===== src/common/id_pkg.sv =====
// Word types, opcode values and ALU function codes for the decode stage
// Every design unit pulls these in with a wildcard import
package id_pkg;

	// Data path words
	typedef logic [15:0] word_t;
	typedef logic [15:0] instr_t;

	// Instruction fields
	typedef logic [3:0] reg_addr_t;
	typedef logic [2:0] alu_func_t;
	typedef logic [3:0] shamt_t;
	typedef logic [7:0] imm8_t;

	// ALU group, func is the low opcode bits
	localparam logic [3:0] OP_ADD = 4'h0;
	localparam logic [3:0] OP_SUB = 4'h1;
	localparam logic [3:0] OP_AND = 4'h2;
	localparam logic [3:0] OP_NOR = 4'h3;

	// Shift group, 7 is left as a nop
	localparam logic [3:0] OP_SLL = 4'h4;
	localparam logic [3:0] OP_SRL = 4'h5;
	localparam logic [3:0] OP_SRA = 4'h6;

	// Memory and immediate loads
	localparam logic [3:0] OP_LW  = 4'h8;
	localparam logic [3:0] OP_SW  = 4'h9;
	localparam logic [3:0] OP_LHB = 4'hA;
	localparam logic [3:0] OP_LLB = 4'hB;

	// Control flow
	localparam logic [3:0] OP_BR  = 4'hC;
	localparam logic [3:0] OP_JAL = 4'hD;
	localparam logic [3:0] OP_JR  = 4'hE;
	localparam logic [3:0] OP_HLT = 4'hF;

	// Address calculation for lw and sw
	localparam alu_func_t FN_ADD = 3'd0;

	// jal drops its return address here
	localparam reg_addr_t LINK_REG = 4'd15;

endpackage


===== src/common/dec_if.sv =====
// Decoded control fields of the live instruction
// The decoder drives every signal, the output register samples them
interface dec_if
	import id_pkg::*;
();

	// Entry is live this cycle
	logic valid;

	// Destination and write-back controls
	reg_addr_t dst_addr;
	logic we_rf;
	logic we_mem;
	logic re_mem;
	logic wb_sel;

	// ALU side fields
	logic src1sel;
	shamt_t shamt;
	alu_func_t func;
	imm8_t imm8;

	// Flow control
	logic hlt;
	logic jal;
	logic jr;
	logic [11:0] jal_off;
	word_t pc;

	modport dec (output valid, dst_addr, we_rf, we_mem, re_mem, wb_sel,
		src1sel, shamt, func, imm8, hlt, jal, jr, jal_off, pc);
	modport out (input valid, dst_addr, we_rf, we_mem, re_mem, wb_sel,
		src1sel, shamt, func, imm8, hlt, jal, jr, jal_off, pc);

endinterface


===== src/common/rd_if.sv =====
// Two register read ports between the decoder and the register file
interface rd_if
	import id_pkg::*;
();

	// Requests from the decoder
	reg_addr_t addr0;
	logic re0;
	reg_addr_t addr1;
	logic re1;

	// Read data, also watched by the output register
	word_t data0;
	word_t data1;

	modport req (output addr0, re0, addr1, re1, input data0, data1);
	modport port (input addr0, re0, addr1, re1, output data0, data1);

endinterface


===== src/hw/instr_latch.sv =====
// Holds the strobed instruction and pc for its decode cycle
// Kills the fetch that follows a jump so it never reaches the output
module instr_latch
	import id_pkg::*;
(
	input  logic   clk,
	input  logic   arst_n,
	input  logic   in_valid,
	input  instr_t instr,
	input  word_t  pc,
	// Entry now leaving was a live jal or jr
	input  logic   jump,
	output logic   live,
	output instr_t lat_instr,
	output word_t  lat_pc
);

	// Live flag, a missing strobe or a jump ahead clears it
	always_ff @(posedge clk or negedge arst_n) begin
		if (!arst_n) begin
			live <= 1'b0;
		end else begin
			live <= in_valid & ~jump;
		end
	end

	// Payload only moves on a strobe
	always_ff @(posedge clk) begin
		if (in_valid) begin
			lat_instr <= instr;
			lat_pc <= pc;
		end
	end

endmodule


===== src/hw/decode/instr_decode.sv =====
// Opcode decoder for the live latch entry
// Drives the read port requests and the control fields, all enables gated by live
module instr_decode
	import id_pkg::*;
(
	input  logic   live,
	input  instr_t lat_instr,
	input  word_t  lat_pc,
	output logic   jump,
	rd_if.req      rd,
	dec_if.dec     dec
);

	logic [3:0] opcode;
	reg_addr_t f_rd;
	reg_addr_t f_rs;
	reg_addr_t f_rt;

	// Fixed field positions
	assign opcode = lat_instr[15:12];
	assign f_rd = lat_instr[11:8];
	assign f_rs = lat_instr[7:4];
	assign f_rt = lat_instr[3:0];

	// Raw fields pass straight through
	assign dec.valid = live;
	assign dec.shamt = lat_instr[3:0];
	assign dec.imm8 = lat_instr[7:0];
	assign dec.jal_off = lat_instr[11:0];
	assign dec.pc = lat_pc;

	always_comb begin
		// Defaults: nothing read, nothing written
		rd.addr0 = f_rs;
		rd.addr1 = f_rt;
		rd.re0 = 1'b0;
		rd.re1 = 1'b0;
		dec.dst_addr = f_rd;
		dec.func = opcode[2:0];
		dec.we_rf = 1'b0;
		dec.we_mem = 1'b0;
		dec.re_mem = 1'b0;
		dec.wb_sel = 1'b0;
		dec.src1sel = 1'b0;
		dec.hlt = 1'b0;
		dec.jal = 1'b0;
		dec.jr = 1'b0;
		if (live) begin
			case (opcode)
				OP_ADD, OP_SUB, OP_AND, OP_NOR: begin
					rd.re0 = 1'b1;
					rd.re1 = 1'b1;
					dec.we_rf = 1'b1;
				end
				OP_SLL, OP_SRL, OP_SRA: begin
					// Second source is the shift amount
					rd.re0 = 1'b1;
					dec.src1sel = 1'b1;
					dec.we_rf = 1'b1;
				end
				OP_LW: begin
					rd.re0 = 1'b1;
					dec.func = FN_ADD;
					dec.re_mem = 1'b1;
					dec.wb_sel = 1'b1;
					dec.we_rf = 1'b1;
				end
				OP_SW: begin
					// Store data comes from rd on port 1
					rd.re0 = 1'b1;
					rd.re1 = 1'b1;
					rd.addr1 = f_rd;
					dec.func = FN_ADD;
					dec.we_mem = 1'b1;
				end
				OP_LHB: begin
					// Low byte of rd is kept
					rd.re0 = 1'b1;
					rd.addr0 = f_rd;
					dec.we_rf = 1'b1;
				end
				OP_LLB: dec.we_rf = 1'b1;
				OP_BR: begin
					// Condition and offset only, resolved later
				end
				OP_JAL: begin
					// R15 gets written here by the link port
					dec.dst_addr = LINK_REG;
					dec.jal = 1'b1;
				end
				OP_JR: begin
					rd.re0 = 1'b1;
					dec.jr = 1'b1;
				end
				OP_HLT: dec.hlt = 1'b1;
				default: begin
					// Opcode 7 is a nop
				end
			endcase
		end
	end

	// Tells the latch to squash the next fetch
	assign jump = dec.jal | dec.jr;

endmodule


===== src/hw/decode/reg_file.sv =====
// Sixteen-entry register file with two read ports
// R0 reads zero, jal link write beats write-back, same-cycle writes bypass to reads
module reg_file
	import id_pkg::*;
(
	input  logic      clk,
	input  logic      arst_n,
	rd_if.port        rd,
	// Write-back port
	input  logic      wb_we,
	input  reg_addr_t wb_addr,
	input  word_t     wb_data,
	// Link port, always R15
	input  logic      link_we,
	input  word_t     link_data
);

	word_t regs [16];

	// Link assignment comes last so it wins on R15
	always_ff @(posedge clk or negedge arst_n) begin
		if (!arst_n) begin
			for (int i = 0; i < 16; i++) begin
				regs[i] <= '0;
			end
		end else begin
			if (wb_we) begin
				regs[wb_addr] <= wb_data;
			end
			if (link_we) begin
				regs[LINK_REG] <= link_data;
			end
		end
	end

	// One read port with bypass in the same priority as the write
	function automatic word_t read_port(input reg_addr_t addr, input logic re);
		word_t val;
		if (!re || addr == '0) begin
			val = '0;
		end else if (link_we && addr == LINK_REG) begin
			val = link_data;
		end else if (wb_we && addr == wb_addr) begin
			val = wb_data;
		end else begin
			val = regs[addr];
		end
		return val;
	endfunction

	always_comb begin
		rd.data0 = read_port(rd.addr0, rd.re0);
		rd.data1 = read_port(rd.addr1, rd.re1);
	end

endmodule


===== src/hw/id_out_reg.sv =====
// Output register of the decode stage
// Resolves jal and jr targets, issues the link write and registers the results
module id_out_reg
	import id_pkg::*;
(
	input  logic      clk,
	input  logic      arst_n,
	dec_if.out        dec,
	rd_if.port        rd,
	output logic      link_we,
	output word_t     link_data,
	output logic      out_valid,
	output word_t     p0,
	output word_t     p1,
	output shamt_t    shamt,
	output alu_func_t func,
	output imm8_t     imm8,
	output reg_addr_t dst_addr,
	output logic      src1sel,
	output logic      we_rf,
	output logic      we_mem,
	output logic      re_mem,
	output logic      wb_sel,
	output logic      hlt,
	output logic      j_ctrl,
	output word_t     j_pc
);

	word_t next_pc;
	word_t jal_tgt;
	word_t jmp_pc;

	// Return address and pc relative target
	assign next_pc = dec.pc + 16'd1;
	assign jal_tgt = next_pc + {{4{dec.jal_off[11]}}, dec.jal_off};

	// Zero target unless this is a jump
	assign jmp_pc = dec.jal ? jal_tgt : (dec.jr ? rd.data0 : '0);

	// R15 is written at the same edge the results are captured
	assign link_we = dec.jal;
	assign link_data = next_pc;

	// Control outputs
	always_ff @(posedge clk or negedge arst_n) begin
		if (!arst_n) begin
			out_valid <= 1'b0;
			j_ctrl <= 1'b0;
			hlt <= 1'b0;
			we_rf <= 1'b0;
			we_mem <= 1'b0;
			re_mem <= 1'b0;
		end else begin
			out_valid <= dec.valid;
			j_ctrl <= dec.jal | dec.jr;
			hlt <= dec.hlt;
			we_rf <= dec.we_rf;
			we_mem <= dec.we_mem;
			re_mem <= dec.re_mem;
		end
	end

	// Operands and fields, held between live entries
	always_ff @(posedge clk) begin
		if (dec.valid) begin
			p0 <= rd.data0;
			p1 <= rd.data1;
			shamt <= dec.shamt;
			func <= dec.func;
			imm8 <= dec.imm8;
			dst_addr <= dec.dst_addr;
			src1sel <= dec.src1sel;
			wb_sel <= dec.wb_sel;
			j_pc <= jmp_pc;
		end
	end

endmodule


===== src/hw/id_stage_top.sv =====
// Instruction decode stage of the 16-bit load/store core
// Strobe an instruction on in_valid, results appear on out_valid one cycle later
module id_stage_top
	import id_pkg::*;
(
	input  logic      clk,
	input  logic      arst_n,
	// Fetch side
	input  logic      in_valid,
	input  instr_t    instr,
	input  word_t     pc,
	// Write-back from the later stages
	input  logic      wb_we,
	input  reg_addr_t wb_addr,
	input  word_t     wb_data,
	// Decoded results
	output logic      out_valid,
	output word_t     p0,
	output word_t     p1,
	output shamt_t    shamt,
	output alu_func_t func,
	output imm8_t     imm8,
	output reg_addr_t dst_addr,
	output logic      src1sel,
	output logic      we_rf,
	output logic      we_mem,
	output logic      re_mem,
	output logic      wb_sel,
	output logic      hlt,
	output logic      j_ctrl,
	output word_t     j_pc
);

	logic live;
	instr_t lat_instr;
	word_t lat_pc;
	logic jump;

	// Link write from a jal
	logic link_we;
	word_t link_data;

	dec_if dec_bus ();
	rd_if rd_bus ();

	instr_latch u_latch (
		.clk       (clk),
		.arst_n    (arst_n),
		.in_valid  (in_valid),
		.instr     (instr),
		.pc        (pc),
		.jump      (jump),
		.live      (live),
		.lat_instr (lat_instr),
		.lat_pc    (lat_pc)
	);

	instr_decode u_decode (
		.live      (live),
		.lat_instr (lat_instr),
		.lat_pc    (lat_pc),
		.jump      (jump),
		.rd        (rd_bus.req),
		.dec       (dec_bus.dec)
	);

	reg_file u_rf (
		.clk       (clk),
		.arst_n    (arst_n),
		.rd        (rd_bus.port),
		.wb_we     (wb_we),
		.wb_addr   (wb_addr),
		.wb_data   (wb_data),
		.link_we   (link_we),
		.link_data (link_data)
	);

	id_out_reg u_out (
		.clk       (clk),
		.arst_n    (arst_n),
		.dec       (dec_bus.out),
		.rd        (rd_bus.port),
		.link_we   (link_we),
		.link_data (link_data),
		.out_valid (out_valid),
		.p0        (p0),
		.p1        (p1),
		.shamt     (shamt),
		.func      (func),
		.imm8      (imm8),
		.dst_addr  (dst_addr),
		.src1sel   (src1sel),
		.we_rf     (we_rf),
		.we_mem    (we_mem),
		.re_mem    (re_mem),
		.wb_sel    (wb_sel),
		.hlt       (hlt),
		.j_ctrl    (j_ctrl),
		.j_pc      (j_pc)
	);

endmodule


===== config.mk =====
export PLATFORM = sky130hd
export DESIGN_NAME = id_stage_top
export DESIGN_NICKNAME = d
export VERILOG_FILES = /design/src/common/id_pkg.sv /design/src/common/dec_if.sv /design/src/common/rd_if.sv /design/src/hw/instr_latch.sv /design/src/hw/decode/instr_decode.sv /design/src/hw/decode/reg_file.sv /design/src/hw/id_out_reg.sv /design/src/hw/id_stage_top.sv
export SDC_FILE = /design/constraint.sdc
export NUM_CORES = 1
export LEC_CHECK = 0
export ABC_CLOCK_PERIOD_IN_PS = 9500
export BUFFER_PORTS_ARGS = -buffer_cell sky130_fd_sc_hd__buf_4
export CAP_MARGIN = 5
export CORE_MARGIN = 4
export CORE_UTILIZATION = 55
export DETAILED_ROUTE_END_ITERATION = 10
export PLACE_DENSITY = 0.75
export SLEW_MARGIN = 5
export SYNTH_ARGS = -nofsm -noshare
export SYNTH_HDL_FRONTEND = slang
export SYNTH_SLANG_ARGS = --single-unit

===== constraint.sdc =====
create_clock -name clk -period 9.5 [get_ports clk]
set_input_delay 1.9 -clock clk [delete_from_list [all_inputs] [get_ports clk]]
set_output_delay 1.9 -clock clk [all_outputs]
set_load 0.1 [all_outputs]

======== Word level (Yosys, flattened, before mapping) ========
Cells that the tools add are included.
word-level totals
  output and inout bits ................... 75
  input bits .............................. 56
  register bits after elaboration ......... 364
cells by class
  order comparisons ....................... 4
  bitwise gates (word level) .............. 6
  add/sub/neg operators ................... 2
  equality and inequality tests ........... 17
  mux-type cells .......................... 39
  reductions and logical operators ........ 18
operators by type and width
  kind                   number
  $bwmux 256             1
  $mux 16                14
  $bmux 16 s4            2
  $demux 16 s4           1
  $eq 4x4->1 const B     9
  $mux 1                 17
  $add 16x1->16 const B  1
  $add 16x16->16         1
  $mux 4                 4
  $ge 5x5->1 const B     3
  $not 4->5              3
  $eq 4x3->1 const B     3
  $logic_not 4->1        3
  $reduce_or 11->1       1
  $reduce_or 10->1       1
  $eq 4x2->1 const B     2
  $eq 4x4->1             2
  $logic_and 1x1->1      5
  $lt 5x1->1 const B     1
  $reduce_or 5->1        1
  $eq 4x1->1 const B     1
  $reduce_or 3->1        1
  $logic_not 1->1        2
  $logic_or 1x1->1       2
  5 further kinds        5

======== Logic depth before layout (Yosys ltp) ========
  word-level depth ........................ 12
  gate-level depth with buffers ........... 14
  mapped depth without buffers ............ 14

======== Least setup slack after synthesis ========
OpenSTA, ideal clock, no wires.
  path type ............................... register to register
  start ................................... reg u_latch.live
  end ..................................... reg u_out.p1[10] (data pin)
  stages on the path, launching flop included .. 9
  required time ........................... 9226 ps
  data arrival time ....................... 4086 ps
  slack ................................... 5140 ps
  path buffers ............................ 3
  setup time .............................. 274 ps
  period minus slack after synthesis ...... 4360 ps
  path through ............................ dfrtp_1 -> inv_1 -> nor3_4 -> mux2_2 -> buf_6 -> buf_4 -> o32ai_1 -> buf_2 -> a31oi_1
between the ends
  longest elaborated chain between the ends .. 7
  elaborated cells between the ends (all ways) .. 16
  those cells by class .................... eq/ne: 2; mux: 8; bitwise: 1; reduce/logical: 5
ends and longest elaborated chain
  item                                         RTL line            text
  start: declaration                           instr_latch.sv:13   output logic live,
  start signal: assignment                     instr_latch.sv:23   live <= in_valid & ~jump;
  $mux 4                                       instr_decode.sv:48  if (live) begin
  $not 4->5 (implied by the code)              reg_file.sv:46      val = regs[addr];
  $bmux 16 s4                                  reg_file.sv:46
  $mux 16 (implied by the code) (2 in series)  reg_file.sv:46
  $mux 16                                      reg_file.sv:43      end else if (wb_we && addr == wb_addr) begin
  $mux 16                                      reg_file.sv:41      end else if (link_we && addr == LINK_REG) begin
  end signal: assignment                       id_out_reg.sv:67    p1 <= rd.data1;
  end: declaration                             id_out_reg.sv:14    output word_t p1,
Several ways; a longest one is shown, not always the timed one. The select of a mux whose other input is x is not followed.
A chain may end at the register's enable or synchronous reset.

======== Final worst setup path ========
  start ................................... reg u_latch.live
  end ..................................... reg u_out.p1[7] (data pin)
The elaborated chain is that of the path after synthesis.

==> results.json <==
{
  "worstMarginPinSlew_ns": 1.18,
  "cts_buffers": 39,
  "yosysTopAreaCellShare_pct": 33.9,
  "grt_pass1_vias": 14600,
  "syn_nets": 1625,
  "yosysMostFrequentCell": "dfrtp_1",
  "clockPowerShare_pct": 31.6,
  "die-area_mm2": 0.0384,
  "power.share.combinational_pct": 24.8,
  "rows": 68,
  "synth_cell_type_count": 70,
  "hold_viol_final": 0,
  "grt_use_total_pct": 30.1,
  "yosysTopAreaCell": "dfrtp_1",
  "switchingPower_w": 0.00156,
  "cts_setup_buffers": 0,
  "r2r-end": "u_out.p1[7]",
  "fill_cells": 2685,
  "maxClockFrequency_ghz": 0.188,
  "start_util_pct": 56.0,
  "p_int_w": 0.00341,
  "yosysSeqAreaShare_pct": 48.8,
  "final_nets": 1696,
  "ioPinCount": 131,
  "clk_pin_slew_ns": 0.06,
  "syn_to_final_growth_pct": 12.9,
  "crit_fanout": 71,
  "fin_setup_tns_ns": 0,
  "die_y_um": 196,
  "drt_first_pass_iters": 6,
  "relSlewSlack_pct": 20.8,
  "place_congestion": 0.916,
  "synth_edf_count": 97,
  "first_iter_violations": 1455,
  "whs_endpoint": "u_rf.regs[163]",
  "dpl.hpwl_um": 36300,
  "synth.cell_area_mm2": 0.0194,
  "clk_path_buf_depth": 3,
  "power_density_mw_per_mm2": 227,
  "placed_area_mm2": 0.0206,
  "period_needed_ns": 5.32,
  "yosys-top-cells-area": "dfrtp_1, edfxtp_1, mux2_2",
  "required_ns": 9.74,
  "core-area_mm2": 0.0347,
  "min_path_type": "flop to flop",
  "drtAntennaViolNets": 0,
  "yosys_warnings": 0,
  "cts_tree": "done",
  "p_seq_share_pct": 43.6,
  "startpoint_type": "flop",
  "grt-ovfl-total": 0,
  "synthFlopType": "dfrtp_1",
  "synthTopCellsByCount": "dfrtp_1, mux2_2, nand2_1",
  "wl_um": 58400,
  "viasPerCell": 6.81,
  "report.final.slew_viol_count": 0,
  "crit_type": "flop to flop",
  "drive_gt1_share_pct": 34.3,
  "setup_violations": 0,
  "grt_setup_unrepaired": "no",
  "avgSynthCellArea_um2": 12.6,
  "drv_cap": 0,
  "clock-sinks": 360,
  "htree_levels": 2,
  "reg2reg_slack_ns": 4.18,
  "crit_arrival_ns": 5.55,
  "post_cts_resized": 0,
  "cts_hold_buffers": 0,
  "fin_crit_sh_pct": 56.0,
  "p_leak_nw": 9.10,
  "wl_per_cell_um": 27.7,
  "syn_inst": 1548,
  "antenna_found_initial": 1,
  "holdCritStartpoint": "u_rf.regs[163]",
  "grt_max_degree": 134,
  "chipWidth_um": 196,
  "io_buffers": 130,
  "synth-seq-cells": 360,
  "reg2reg_from": "u_latch.live",
  "switching_share_pct": 31.4,
  "final_area_mm2": 0.0220,
  "drc_errors": 0,
  "min_delay_path_depth": 1,
  "status": "finished clean",
  "cp-end-kind": "flop",
  "hold_slack_ns": 0.523,
  "vias": 14300,
  "clk_latency_ns": 0.55,
  "grt_pass1_wl_um": 89600,
  "rr_worst_depth": 9,
  "clock_skew_ns": 0.0187,
  "ys_async_sr_fraction_pct": 73.1,
  "root_buffer": "clkbuf_16",
  "ir_drop_uv": 187
}
critical path, stage by stage, from the launching register on:
cell	delay, ns
dfrtp_4	1.10
inv_1	0.35
nor3_4	0.66
mux2_2	0.27
buf_4	0.78
xor2_1	0.13
nor3_1	0.25
nand3_1	0.91
o211ai_1	0.39
a31oi_1	0.12
kinds of logic (layout without fill, tap and decap cells):
family	after synthesis	count (layout)	share of synthesized area (%)
compound gates	277	277	9.76
xor+xnor	35	35	1.58
fa+ha+maj	21	21	1.39
buf+inv	147	248	3.95
flops	360	360	48.8
mux	398	398	26.5
other cells	0	1	0
simple gates	310	310	7.97
how the worst max path moves through the flow:
stage                             from  slack, ns      endpoint
after CTS                 u_latch.live       4.35   u_out.p1[1]
after floorplan           u_latch.live       5.14  u_out.p1[10]
final                     u_latch.live       4.18   u_out.p1[7]
after detailed placement  u_latch.live       4.36   u_out.p1[1]
after global placement    u_latch.live       4.51  u_out.p1[14]
after global routing      u_latch.live       3.95   u_out.p1[2]
state kept, by name, indices dropped and copies added (netlist names), 3 cells and up:
register,flops
u_rf.regs,256
u_latch.lat_instr,16
u_latch.lat_pc,16
u_out.j_pc,16
u_out.p0,16
u_out.p1,16
u_out.imm8,8
u_out.dst_addr,4
u_out.func,3
through the flow:
| step | utilization (%) | power (W) | instances | worst slack (ns) |
|---|---|---|---|---|
| 5_1_grt | 63.2 | 0.00517 | 2104 | 3.95 |
| 3_5_place_dp | 59.4 | 0.00340 | 2033 | 4.36 |
| 4_1_cts | 63.2 | 0.00497 | 2104 | 4.35 |
| 6_report | 63.2 | 0.00498 | 2105 | 4.18 |
| 2_1_floorplan | - | 0.00305 | 1548 | 5.14 |
| 3_3_place_gp | 59.4 | 0.00335 | 2033 | 4.51 |
cell usage in the layout, fill, tap and decap left out, types with 16 or more instances in the layout:
cell type / netlist / routed
a211oi_1: 64 / 64
buf_4: 13 / 158
xnor2_1: 17 / 17
xor2_1: 18 / 18
o21ai_0: 62 / 61
nor2_1: 46 / 41
a31oi_1: 21 / 21
a21oi_1: 21 / 21
inv_1: 16 / 16
o22ai_1: 24 / 24
mux4_2: 64 / 64
mux2i_1: 72 / 71
nand3_1: 25 / 22
o211ai_1: 22 / 22
mux2_2: 256 / 256
clkbuf_16: 0 / 41
dfrtp_1: 263 / 262
ha_1: 20 / 20
nand2_1: 114 / 113
and3_1: 69 / 69
edfxtp_1: 97 / 97
routing by layer:
| layer | vias to the layer above | track usage (%) | wire length (µm) |
|---|---|---|---|
| li1 | 6042 | - | - |
| met2 | 808 | 48.4 | 28100 |
| met5 | - | 0 | 34 |
| met1 | 7279 | 39.6 | 22000 |
| met3 | 210 | 6.59 | 5260 |
| met4 | 4 | 13.4 | 2930 |
final cells by class:
type	count	area (µm²)	share of cell area, %
tap	455	569	2.59
antenna	1	2.50	0.0114
clock buffer	48	1070	4.88
clock inverter	23	245	1.12
multi-input combinational	1041	9280	42.3
timing repair buffer	160	1220	5.56
sequential	360	9500	43.3
inverter	17	63.8	0.291
power groups by stage:
| stage | Sequential (W) | Clock [W] | Combinational (W) |
|---|---|---|---|
| floorplan | 0.00226 | 0 | 0.000792 |
| global placement | 0.00217 | 0 | 0.00118 |
| global route | 0.00220 | 0.00166 | 0.00132 |
| detailed placement | 0.00218 | 0 | 0.00122 |
| finish | 0.00217 | 0.00157 | 0.00123 |
| CTS | 0.00215 | 0.00159 | 0.00123 |
Power figures use the tool's default switching activity.
